[src/logic/mac_defines.svh]
//////////////////////////////////////////////////////////////////////
// Project-wide widths for the vector multiply-accumulate unit.
// Include this in any file that sizes vector, scalar or tag signals.
//////////////////////////////////////////////////////////////////////

`ifndef MAC_DEFINES_SVH
`define MAC_DEFINES_SVH

`define MAC_VLEN    128                 // vector register width
`define MAC_XLEN    32                  // scalar operand width
`define MAC_ROB_W   5                   // reorder-buffer tag width
`define MAC_PROD_W  (2*`MAC_VLEN)       // full products, all elements

// elements per vector register at each element width
`define MAC_NE8     (`MAC_VLEN/8)
`define MAC_NE16    (`MAC_VLEN/16)
`define MAC_NE32    (`MAC_VLEN/32)

`endif

[src/logic/mac_pkg.sv]
//////////////////////////////////////////////////////////////////////
// Shared types for the vector multiply-accumulate unit.
// Imported by wildcard in the header of every module that needs them.
//////////////////////////////////////////////////////////////////////

`default_nettype none

package mac_pkg;

    typedef enum logic [2:0] {
        EEW8  = 3'b000,
        EEW16 = 3'b001,
        EEW32 = 3'b010
    } eew_e;

    // RVV instruction categories
    typedef enum logic [2:0] {
        OPIVV = 3'b000,
        OPMVV = 3'b010,
        OPIVX = 3'b100,
        OPMVX = 3'b110
    } funct3_e;

    // vsmul and vmulh share one code in different categories
    typedef logic [5:0] funct6_e;

    localparam funct6_e VMULHU  = 6'b100100;
    localparam funct6_e VMUL    = 6'b100101;
    localparam funct6_e VMULHSU = 6'b100110;
    localparam funct6_e VMULH   = 6'b100111;
    localparam funct6_e VSMUL   = 6'b100111;   // OPIVV / OPIVX
    localparam funct6_e VMADD   = 6'b101001;
    localparam funct6_e VNMSUB  = 6'b101011;
    localparam funct6_e VMACC   = 6'b101101;
    localparam funct6_e VNMSAC  = 6'b101111;

    // fixed-point rounding
    typedef enum logic [1:0] {
        RNU = 2'd0,   // round to nearest up
        RNE = 2'd1,   // round to nearest even
        RDN = 2'd2,   // truncate
        ROD = 2'd3    // round to odd
    } vxrm_e;

endpackage

`default_nettype wire

[src/logic/mac_issue_stage.sv]
//////////////////////////////////////////////////////////////////////
// First stage of the multiply-accumulate unit. Decodes the micro-op,
// routes and broadcasts operands to the multiplier array and
// registers the control and addend for the result stage.
//////////////////////////////////////////////////////////////////////

`timescale 1ns/1ps
`default_nettype none
`include "mac_defines.svh"

module mac_issue_stage
    import mac_pkg::*;
(
    input  logic                  clk,
    input  logic                  arst_n,
    input  logic                  uop_valid,
    input  funct3_e               funct3,
    input  funct6_e               funct6,
    input  vxrm_e                 vxrm,
    input  eew_e                  eew,
    input  logic [`MAC_ROB_W-1:0] rob_entry,
    input  logic [`MAC_VLEN-1:0]  vs1_data,
    input  logic                  vs1_valid,
    input  logic [`MAC_VLEN-1:0]  vs2_data,
    input  logic                  vs2_valid,
    input  logic [`MAC_VLEN-1:0]  vs3_data,
    input  logic                  vs3_valid,
    input  logic [`MAC_XLEN-1:0]  rs1_data,
    input  logic                  rs1_valid,
    output logic [`MAC_VLEN-1:0]  src_a,
    output logic [`MAC_VLEN-1:0]  src_b,
    output logic                  a_signed,
    output logic                  b_signed,
    output eew_e                  mul_eew,
    output logic                  stage_valid,
    output logic [`MAC_VLEN-1:0]  addend,
    output logic                  keep_low,
    output logic                  mul_reverse,
    output logic                  is_vmac,
    output logic                  is_vsmul,
    output eew_e                  res_eew,
    output vxrm_e                 res_vxrm,
    output logic [`MAC_ROB_W-1:0] res_rob_entry
);

    logic                 op_valid;
    logic                 is_vv;
    logic                 swap_vd;       // multiplicand is vd
    logic                 dec_low;
    logic                 dec_reverse;
    logic                 dec_vmac;
    logic                 dec_vsmul;
    logic [`MAC_VLEN-1:0] vs1_m;
    logic [`MAC_VLEN-1:0] vs2_m;
    logic [`MAC_VLEN-1:0] vs3_m;
    logic [`MAC_XLEN-1:0] rs1_m;
    logic [`MAC_VLEN-1:0] scalar_bc;
    logic [`MAC_VLEN-1:0] addend_d;

    assign vs1_m = vs1_valid ? vs1_data : '0;
    assign vs2_m = vs2_valid ? vs2_data : '0;
    assign vs3_m = vs3_valid ? vs3_data : '0;
    assign rs1_m = rs1_valid ? rs1_data : '0;

    //////////////////////////////////////////////////////////////////////
    // decode
    always_comb begin
        op_valid    = 1'b0;
        is_vv       = 1'b1;
        swap_vd     = 1'b0;
        a_signed    = 1'b1;
        b_signed    = 1'b1;
        dec_low     = 1'b1;
        dec_reverse = 1'b0;
        dec_vmac    = 1'b0;
        dec_vsmul   = 1'b0;
        case (funct3)
            OPIVV, OPIVX: begin            // any funct6 runs as vsmul
                op_valid  = uop_valid;
                is_vv     = (funct3 == OPIVV);
                dec_low   = 1'b0;
                dec_vsmul = 1'b1;
            end
            OPMVV, OPMVX: begin
                op_valid = uop_valid;
                is_vv    = (funct3 == OPMVV);
                case (funct6)
                    VMUL:    dec_low = 1'b1;
                    VMULH:   dec_low = 1'b0;
                    VMULHU: begin
                        dec_low  = 1'b0;
                        a_signed = 1'b0;
                        b_signed = 1'b0;
                    end
                    VMULHSU: begin
                        dec_low  = 1'b0;
                        b_signed = 1'b0;
                    end
                    VMACC:   dec_vmac = 1'b1;
                    VNMSAC: begin
                        dec_vmac    = 1'b1;
                        dec_reverse = 1'b1;
                    end
                    VMADD: begin
                        dec_vmac = 1'b1;
                        swap_vd  = 1'b1;
                    end
                    VNMSUB: begin
                        dec_vmac    = 1'b1;
                        dec_reverse = 1'b1;
                        swap_vd     = 1'b1;
                    end
                    default: dec_low = 1'b1;    // plain vmul
                endcase
            end
            default: op_valid = 1'b0;
        endcase
    end

    // element width never exceeds XLEN, so the multiplier does the sign extension
    always_comb begin
        case (eew)
            EEW16:   scalar_bc = {`MAC_NE16{rs1_m[15:0]}};
            EEW32:   scalar_bc = {`MAC_NE32{rs1_m[31:0]}};
            default: scalar_bc = {`MAC_NE8{rs1_m[7:0]}};
        endcase
    end

    assign src_a    = op_valid ? (swap_vd ? vs3_m : vs2_m) : '0;
    assign src_b    = !op_valid ? '0 : (is_vv ? vs1_m : scalar_bc);
    assign addend_d = (op_valid && dec_vmac) ? (swap_vd ? vs2_m : vs3_m) : '0;
    assign mul_eew  = eew;

    //////////////////////////////////////////////////////////////////////
    // stage register, aligned with the product register
    always_ff @(posedge clk or negedge arst_n) begin
        if (!arst_n) begin
            stage_valid   <= 1'b0;
            addend        <= '0;
            keep_low      <= 1'b0;
            mul_reverse   <= 1'b0;
            is_vmac       <= 1'b0;
            is_vsmul      <= 1'b0;
            res_eew       <= EEW8;
            res_vxrm      <= RNU;
            res_rob_entry <= '0;
        end else begin
            stage_valid   <= op_valid;
            addend        <= addend_d;
            keep_low      <= dec_low;
            mul_reverse   <= dec_reverse;
            is_vmac       <= dec_vmac;
            is_vsmul      <= dec_vsmul;
            res_eew       <= eew;
            res_vxrm      <= vxrm;
            res_rob_entry <= rob_entry;
        end
    end

endmodule

`default_nettype wire

[config.mk]
export PLATFORM = sky130hd
export DESIGN_NAME = mac_issue_stage
export DESIGN_NICKNAME = d
export VERILOG_FILES = /design/src/logic/mac_pkg.sv /design/src/logic/mac_issue_stage.sv
export VERILOG_INCLUDE_DIRS = /design/src /design/src/logic
export SDC_FILE = /design/constraint.sdc
export NUM_CORES = 1
export LEC_CHECK = 0
export ABC_AREA = 0
export BUFFER_PORTS_ARGS = -buffer_cell sky130_fd_sc_hd__buf_2
export CORE_AREA = 4 4 331 333
export CTS_CLUSTER_DIAMETER = 150
export DETAILED_ROUTE_END_ITERATION = 6
export DIE_AREA = 0 0 335 337
export SETUP_SLACK_MARGIN = 0.3
export SLEW_MARGIN = 20
export SYNTH_ARGS = -nofsm -noshare
export SYNTH_HDL_FRONTEND = slang
export SYNTH_SLANG_ARGS = --single-unit
[constraint.sdc]
create_clock -name clk -period 3.5 [get_ports clk]
set_clock_uncertainty 0.15 [all_clocks]
set_input_delay 0.175 -clock clk [delete_from_list [all_inputs] [get_ports clk]]
set_output_delay 0.175 -clock clk [all_outputs]
set_load 0.05 [all_outputs]
==> results of run 1 <==
==> per-stage QoR <==
stage          power, mW  area, µm²
2_1_floorplan       2.59      11500
3_3_place_gp        3.38      17300
3_5_place_dp        3.38      17300
4_1_cts             5.72      20700
5_1_grt             5.87      20800
6_report            5.62      20800
==> critical path: stages <==
cell	delay [ps]
clkbuf_8	230
nand4b_1	490
buf_12	300
buf_12	190
or3_1	390
a21oi_2	500
buf_2	380
==> routing by layer <==
layer	GRT usage, %	share of wire, %	up-vias
met2	29.3	47	1154
met5	0	0.038	-
li1	-	-	7884
met1	22.9	43	8791
met3	4.12	7.2	173
met4	5.56	3.0	6
==> final timing paths <==
check	startpoint	endpoint	slack [ps]	depth (start not counted)
max	funct6[2]	src_a[14]	400	7
min in group clk	funct3[1]	is_vmac	70	3
min	arst_n	addend[95]	50	2
max in group asynchronous	arst_n	addend[78]	2240	3
==> layout make-up <==
type,count,area (µm²)
antenna,24,60.1
inverter,1,3.75
timing repair buffer,1190,7740
clock buffer,17,425
multi-input combinational,1255,7070
clock inverter,15,171
fill,12200,85800
tap,1403,1760
sequential,143,3580
==> cells in the mapped netlist <==
cell type | n | area share (%)
or3_1 | 128 | 7.0
nor3b_2 | 1 | 0.11
xnor2_1 | 1 | 0.076
a41oi_1 | 8 | 0.61
nand3_1 | 161 | 7.0
nand3b_1 | 129 | 8.4
and3_1 | 2 | 0.11
nand4_1 | 8 | 0.43
clkinv_1 | 1 | 0.033
clkbuf_1 | 161 | 5.2
or3b_1 | 2 | 0.15
nor4bb_1 | 1 | 0.087
nor3_1 | 8 | 0.35
o211ai_1 | 136 | 8.9
and4b_1 | 1 | 0.087
dfrtp_1 | 143 | 31
buf_4 | 3 | 0.20
a21oi_1 | 353 | 15
o21ba_2 | 1 | 0.087
nor3b_1 | 3 | 0.20
xor2_1 | 1 | 0.076
buf_6 | 10 | 0.98
o21a_1 | 8 | 0.52
buf_2 | 20 | 0.87
nand4bb_1 | 1 | 0.098
nor2b_1 | 8 | 0.43
buf_1 | 18 | 0.59
a21o_1 | 8 | 0.52
nand2b_1 | 3 | 0.16
and2_1 | 1 | 0.054
nand2_1 | 224 | 7.3
o221ai_1 | 8 | 0.61
nor2_1 | 9 | 0.29
nand4b_1 | 9 | 0.68
o21ai_0 | 32 | 1.4
==> kinds of logic (layout without fill, tap and decap cells) <==
group	after synthesis	after routing	synth area share, %
xor+xnor	2	2	0.152
other cells	0	24	0
simple gates	699	699	32.9
flops	143	143	31.1
compound gates	554	554	27.9
buf+inv	213	1223	7.91
==> state kept, by name, indices dropped and copies added, names as in the netlist <==
name and count:
res_rob_entry 5, stage_valid 1, res_vxrm 2, is_vmac 1, mul_reverse 1, addend 128
keep_low 1, res_eew 3, is_vsmul 1
==> power by group <==
part	total [mW]	internal [mW]	switching (mW)
clock	2.09	1.07	1.01
sequential	1.66	1.66	0.00332
combinational	1.87	0.590	1.28
total	5.62	3.32	2.29
==> timing repair <==
item                                   4_1_cts  5_1_grt
buffers inserted                             0        0
resized for setup                            2        0
hold buffers                               289        0
endpoints found under the hold margin      196        0
setup endpoints to repair                    2        0
==> flow_metrics.tcl, run 1 <==
set metrics [dict create \
    hold_violations 0 \
    ys_ff_latch 143 \
    cts_root_buffer "clkbuf_16" \
    syn_inst 1611 \
    antenna_found_initial 58 \
    grt_pass1_wl_mm 141 \
    gp_congestion 0.984 \
    start_kind "input pin" \
    power.density_nw_per_um2 270 \
    post-place-ws_ps 159 \
    yosysWarnings 0 \
    h-tree-depth 4 \
    final_nets 3050 \
    first_iter_violations 1407 \
    wl_per_cell_um 26.1 \
    drt_wl_total_mm 106 \
    io_pins 846 \
    worstPathArrival_ps 2770 \
    initial_utilization_pct 10.8 \
    worstPathMaxFanout 120 \
    ys_seq_area_share_pct 31.1 \
    slew_headroom_pct 32.2 \
    dr.pass1.iters 6 \
    drive_gt1_share_pct 35.9 \
    rows 120 \
    leakage_nw 9.76 \
    worstPathRequired_ps 3170 \
    setup_viol 0 \
    final_util_pct 19.5 \
    dp_cells 3703 \
    die_y_um 337 \
    stdcell_count 4048 \
    ir_worst_vdd_v 0.000211 \
    dp_hpwl_mm 85.4 \
    hold_path_class "in2async" \
    endpoint_kind "primary output" \
    grt_overflow 0 \
    drv_slew 0 \
    fmax_ghz 0.323 \
    area_growth_pct 80.7 \
    grt.total_usage_pct 17.7 \
    cts_tree "done" \
    period_share_pct 88.5 \
    port_buffers 845 \
    die_w_um 335 \
    numCtsBuffers 17 \
    tns_ps 0 \
    holdWs_ps 53.5 \
    drc 0 \
    yosysUniqueCellTypes 35 \
    syn_area_um2 11500 \
    cts_sinks 143 \
    synth_nets 2053 \
    num_vias 18000 \
    fin_crit_ps 3100 \
    vias_per_cell 4.45 \
    cts_buffer_depth 2 \
    rsz0062_at_grt "no" \
    max_cap_violations 0 \
    path_clk_slew_ps 90 \
    postRouteAntennaNets 0 \
    core-area_um2 107000 \
    crit_type "in2out" \
    grt_pass1_vias 17100 \
    mostFrequentLayoutCell "buf_2" \
    die-area_um2 113000 \
    tightest_slew_ps 1020 \
    setup_ws_ps 402 \
    avgSynthCellArea_um2 7.15 \
    grt_start_max_net_pins 161 \
    status "finished clean" \
    final_cell_mix "840 x buf_2, 351 x a21oi_1, 289 x dlygate4sd3_1" \
]
No activity file was read; power rests on OpenSTA's default activity.
==> run 2: changes to the inputs <==
- CORE_AREA: 4 4 331 333 -> 4 4 328 330
- DIE_AREA: 0 0 335 337 -> 0 0 332 334
==> run 2 against run 1 <==
  * Core utilization rose by 0.26 points
  * Largest cell class unchanged
  * Design area fell by 0.34%
  * Critical path depth rose by 1
  * Sequential share of layout area rose by 0.058 points
  * Die area fell by 1.8%
  * Via count fell by 1.8%
  * Clock power fell by 5%
  * Wire length fell by 5.2%
  * First-iteration DRC count fell by 14%
  * Highest routed layer unchanged
  * Critical endpoint is now src_b[61]
  * Sequential power barely moved
==> flow_metrics.tcl, run 2 (synthesized netlist as in run 1, its figures left out) <==
set metrics [dict create \
    antenna_found_initial 60 \
    met3_usage_pct 6.07 \
    cts_tree "done" \
    rows 119 \
    wl_per_cell_um 24.9 \
    grt_pass1_wl_mm 136 \
    drive_gt1_share_pct 36.2 \
    final_cell_area_um2 20700 \
    start_kind "input pin" \
    cts_root_buffer "clkbuf_16" \
    crit_family "buffers and inverters" \
    fmax_ghz 0.325 \
    period_share_pct 88.0 \
    power_mw 5.46 \
    power.density_nw_per_um2 263 \
    critPathBufInv 5 \
    tns_ps 0 \
    cpMaxStageDelayCell "dlygate4sd3_1" \
    use_met1_pct 20.6 \
    die_y_um 334 \
    postRouteAntennaNets 0 \
    initial_utilization_pct 11.0 \
    largest_register_ffs 128 \
    dp_hpwl_mm 81.2 \
    cts_sinks 143 \
    final_cell_mix "839 x buf_2, 352 x a21oi_1, 277 x dlygate4sd3_1" \
    dr.pass1.iters 5 \
    status "finished clean" \
    endpoint_kind "primary output" \
    leakage_nw 9.78 \
    drt_wl_total_mm 100 \
    final_nets 3045 \
    area_growth_pct 80.1 \
    numCtsBuffers 17 \
    tightest_slew_ps 1070 \
    path_cells "dlygate4sd3_1, buf_2, buf_4, buf_4, o21ba_2, o221ai_1, o21ai_0, buf_2" \
    mostFrequentLayoutCell "buf_2" \
    grt.total_usage_pct 17.2 \
    hold_path_class "in2async" \
    core-area_um2 105000 \
    die_w_um 332 \
    h-tree-depth 4 \
    rsz0062_at_grt "no" \
    path_depth 8 \
    grt_start_max_net_pins 137 \
    worstPathArrival_ps 2750 \
    setup_ws_ps 420 \
    drc 0 \
    die-area_um2 111000 \
    vias_per_cell 4.39 \
    max_cap_violations 0 \
    worstPathRequired_ps 3170 \
    io_pins 846 \
    grt_overflow 0 \
    drv_slew 0 \
    final_util_pct 19.8 \
    post-place-ws_ps 174 \
    post_cts.repair.setup_buffers 0 \
    path_clk_slew_ps 80 \
    cts_buffer_depth 2 \
    max_flop_register "addend" \
    max_stage_delay_ps 530 \
    busiest_layer "met2" \
    first_iter_violations 1211 \
    setup_viol 0 \
    crit_type "in2out" \
    gp_congestion 0.969 \
    hold_violations 0 \
    worstPathMaxFanout 18 \
    ir_worst_vdd_v 0.000280 \
    dpl_cell_area_um2 17300 \
    grt_pass1_vias 17100 \
    slew_headroom_pct 28.8 \
    reg_top3 "addend x128, res_rob_entry x5, res_eew x3" \
    port_buffers 845 \
    use_met2_pct 28.6 \
    fin_crit_ps 3080 \
    num_vias 17700 \
]
==> run 2: per-stage QoR <==
step,instances,hold slack (ps)
CTS,4007,103
global placement,3698,133
floorplan,1611,-271
finish,4031,177
detailed placement,3698,135
global route,4021,147
==> run 2: worst max-delay path by stage <==
stage          slack, ps      start          to
5_1_grt              310  funct6[2]   src_a[96]
6_report             420     eew[2]   src_b[61]
3_3_place_gp         210  funct6[2]    src_a[0]
2_1_floorplan        910     eew[2]  src_b[120]
3_5_place_dp         170  funct6[2]    src_a[0]
4_1_cts              470  funct6[2]    src_a[0]
==> run 2: where the power goes <==
part	total [mW]	internal (mW)	switching, mW
Clock	1.99	1.01	0.974
Combinational	1.81	0.585	1.22
Sequential	1.66	1.66	0.00239
==> run 2: layout make-up <==
type | count | area (µm²)
Clock inverter | 15 | 160
Inverter | 1 | 3.75
Tap cell | 1391 | 1740
Clock buffer | 17 | 425
Multi-Input combinational cell | 1255 | 7070
Sequential cell | 143 | 3580
Antenna cell | 24 | 60.1
Timing Repair Buffer | 1185 | 7700
Fill cell | 12000 | 84100
==> run 2: layer usage <==
| layer | part of all wire (%) | routed length [µm] |
|---|---|---|
| met1 | 40 | 39900 |
| met4 | 3.3 | 3340 |
| met5 | 0.054 | 54 |
| met2 | 47 | 47400 |
| met3 | 9.6 | 9670 |
==> run 2: timing repair <==
action	in CTS	in global routing
endpoints found under the hold margin	227	0
endpoints found under the setup margin	1	0
hold buffers	277	0
resized for setup	1	0
==> run 3: changes to the inputs <==
- CORE_AREA: 4 4 328 330 -> 4 4 323 325
- DIE_AREA: 0 0 332 334 -> 0 0 327 329
- SLEW_MARGIN: 20 -> 30
- clock period: 3.5 -> 3.2 ns (I/O delays scaled with it)
==> run 3 against run 2 <==
  * Sequential power grew 9.6%
  * Clock power grew 9.5%
  * Power grew 11%
  * Global-route usage grew 0.97 points
  * Critical path type unchanged
  * Largest power group unchanged
==> flow_metrics.tcl, run 3 (synthesized netlist as in run 1, its figures left out) <==
set metrics [dict create \
    grt_pass1_vias 17500 \
    grt.total_usage_pct 18.2 \
    final_nets 3065 \
    worstPathMaxFanout 27 \
    status "finished clean" \
    drt_wl_total_mm 103 \
    rsz0062_at_grt "no" \
    period_share_pct 90.5 \
    core-area_um2 101000 \
    gp_congestion 0.991 \
    area_growth_pct 81.7 \
    cts_buffer_depth 2 \
    antenna_found_initial 60 \
    rows 117 \
    fin_crit_ps 2900 \
    holdPathStages 3 \
    power.density_nw_per_um2 288 \
    cts_sinks 143 \
    postRouteAntennaNets 0 \
    max_cap_violations 0 \
    die_w_um 327 \
    start_kind "input pin" \
    endpoint "src_b[87]" \
    grt_start_max_net_pins 164 \
    stdcell_count 4032 \
    final_cell_mix "838 x buf_2, 350 x a21oi_1, 288 x dlygate4sd3_1" \
    worstPathArrival_ps 2590 \
    dp_cells 3684 \
    hold_path_class "in2reg" \
    h-tree-depth 4 \
    largest_register_ffs 128 \
    reg_top3 "addend x128, res_rob_entry x5, res_eew x3" \
    tns_ps 0 \
    switchingPower_mw 2.40 \
    vias_per_cell 4.44 \
    cts_tree "done" \
    drive_gt1_share_pct 36.2 \
    num-fill-cells 11600 \
    path_clk_slew_ps 90 \
    grt_overflow 0 \
    max_flop_register "addend" \
    die_y_um 329 \
    num_vias 17900 \
    first_iter_violations 1552 \
    slew_headroom_pct 43.1 \
    p_sw_share_pct 39.8 \
    setup_viol 0 \
    endpoint_kind "primary output" \
    die-area_um2 108000 \
    port_buffers 845 \
    power_frac_comb_pct 33.7 \
    grt_pass1_wl_mm 139 \
    clkPwrFrac_pct 36.2 \
    seqPwrFrac_pct 30.2 \
    cts_root_buffer "clkbuf_16" \
    cp-startpoint "eew[2]" \
    fmax_ghz 0.345 \
    worstPathRequired_ps 2890 \
    p_int_mw 3.63 \
    leakage_nw 9.84 \
    numCtsBuffers 17 \
    drc 0 \
    io_pins 846 \
    ir_worst_vdd_v 0.000333 \
    initial_utilization_pct 11.4 \
    wl_per_cell_um 25.5 \
    power_mw 6.03 \
    crit_type "in2out" \
    hold_violations 0 \
    dr.pass1.iters 5 \
    mostFrequentLayoutCell "buf_2" \
    tightest_slew_ps 854 \
    drv_slew 0 \
    dp_hpwl_mm 83.2 \
    holdWs_ps 67.4 \
]
[run 3: cell types whose count changed in the layout (fill, tap and decap cells not counted), sizes merged]
cell,delta
clkinvlp,+1
inv,-9
diode,+4
clkinv,+4
buf,+10
dlygate4sd3,+11
bufinv,+1
clkbuf,+2
[run 3: cell type report]
type / instances / area, µm² / area share [%]
diodes: 28 / 70.1 / 0.335
clock inverters: 12 / 136 / 0.652
inverters: 1 / 3.75 / 0.0179
repair buffers: 1205 / 7910 / 37.8
multi-input cells: 1255 / 7080 / 33.8
flip-flops and latches: 143 / 3580 / 17.1
clock buffers: 20 / 437 / 2.09
well taps: 1368 / 1710 / 8.18
[run 3: repair_timing]
| action | 4_1_cts | 5_1_grt |
|---|---|---|
| gates cloned | 0 | 0 |
| hold endpoints to repair | 211 | 0 |
| setup endpoints to repair | 1 | 2 |
| resized for setup | 1 | 2 |
| hold buffers | 288 | 0 |
| setup buffers | 0 | 0 |
[run 3: how the worst min path moves through the flow]
stage | from | to | slack [ps]
6_report | funct3[1] | is_vmac | 70
5_1_grt | funct3[1] | is_vmac | 30
4_1_cts | funct3[1] | is_vmac | 0.4
3_5_place_dp | arst_n | addend[60] | 110
3_3_place_gp | arst_n | addend[60] | 100
2_1_floorplan | arst_n | addend[0] | -290
[run 3: power by group through the flow]
stage	Clock (mW)	Combinational, mW	Sequential [mW]
2_1_floorplan	0	0.943	1.89
3_3_place_gp	0	1.84	1.85
3_5_place_dp	0	1.84	1.85
4_1_cts	2.28	2.03	1.82
5_1_grt	2.31	2.15	1.82
6_report	2.18	2.03	1.82
[run 3: metal layers]
layer | part of all wire, % | vias to the layer above | GRT usage, %
li1 | - | 7924 | -
met1 | 40 | 8687 | 22.0
met2 | 47 | 1089 | 29.5
met3 | 9.5 | 203 | 6.59
met4 | 3.5 | 14 | 6.75
met5 | 0.080 | - | 0
[run 3: per-stage QoR]
step | setup WS (ps) | area, µm² | utilization, %
floorplan | 640 | 11500 | -
global placement | 154 | 17400 | 17.1
detailed placement | 150 | 17400 | 17.1
CTS | 346 | 20800 | 20.5
global route | 352 | 20900 | 20.6
finish | 303 | 20900 | 20.6
[run 3: critical path, cell delays in order]
cell,delay (ps)
buf_2,110
dlygate4sd3_1,550
buf_4,220
nor3b_2,180
buf_4,210
nand4_1,350
a21oi_1,460
buf_2,340
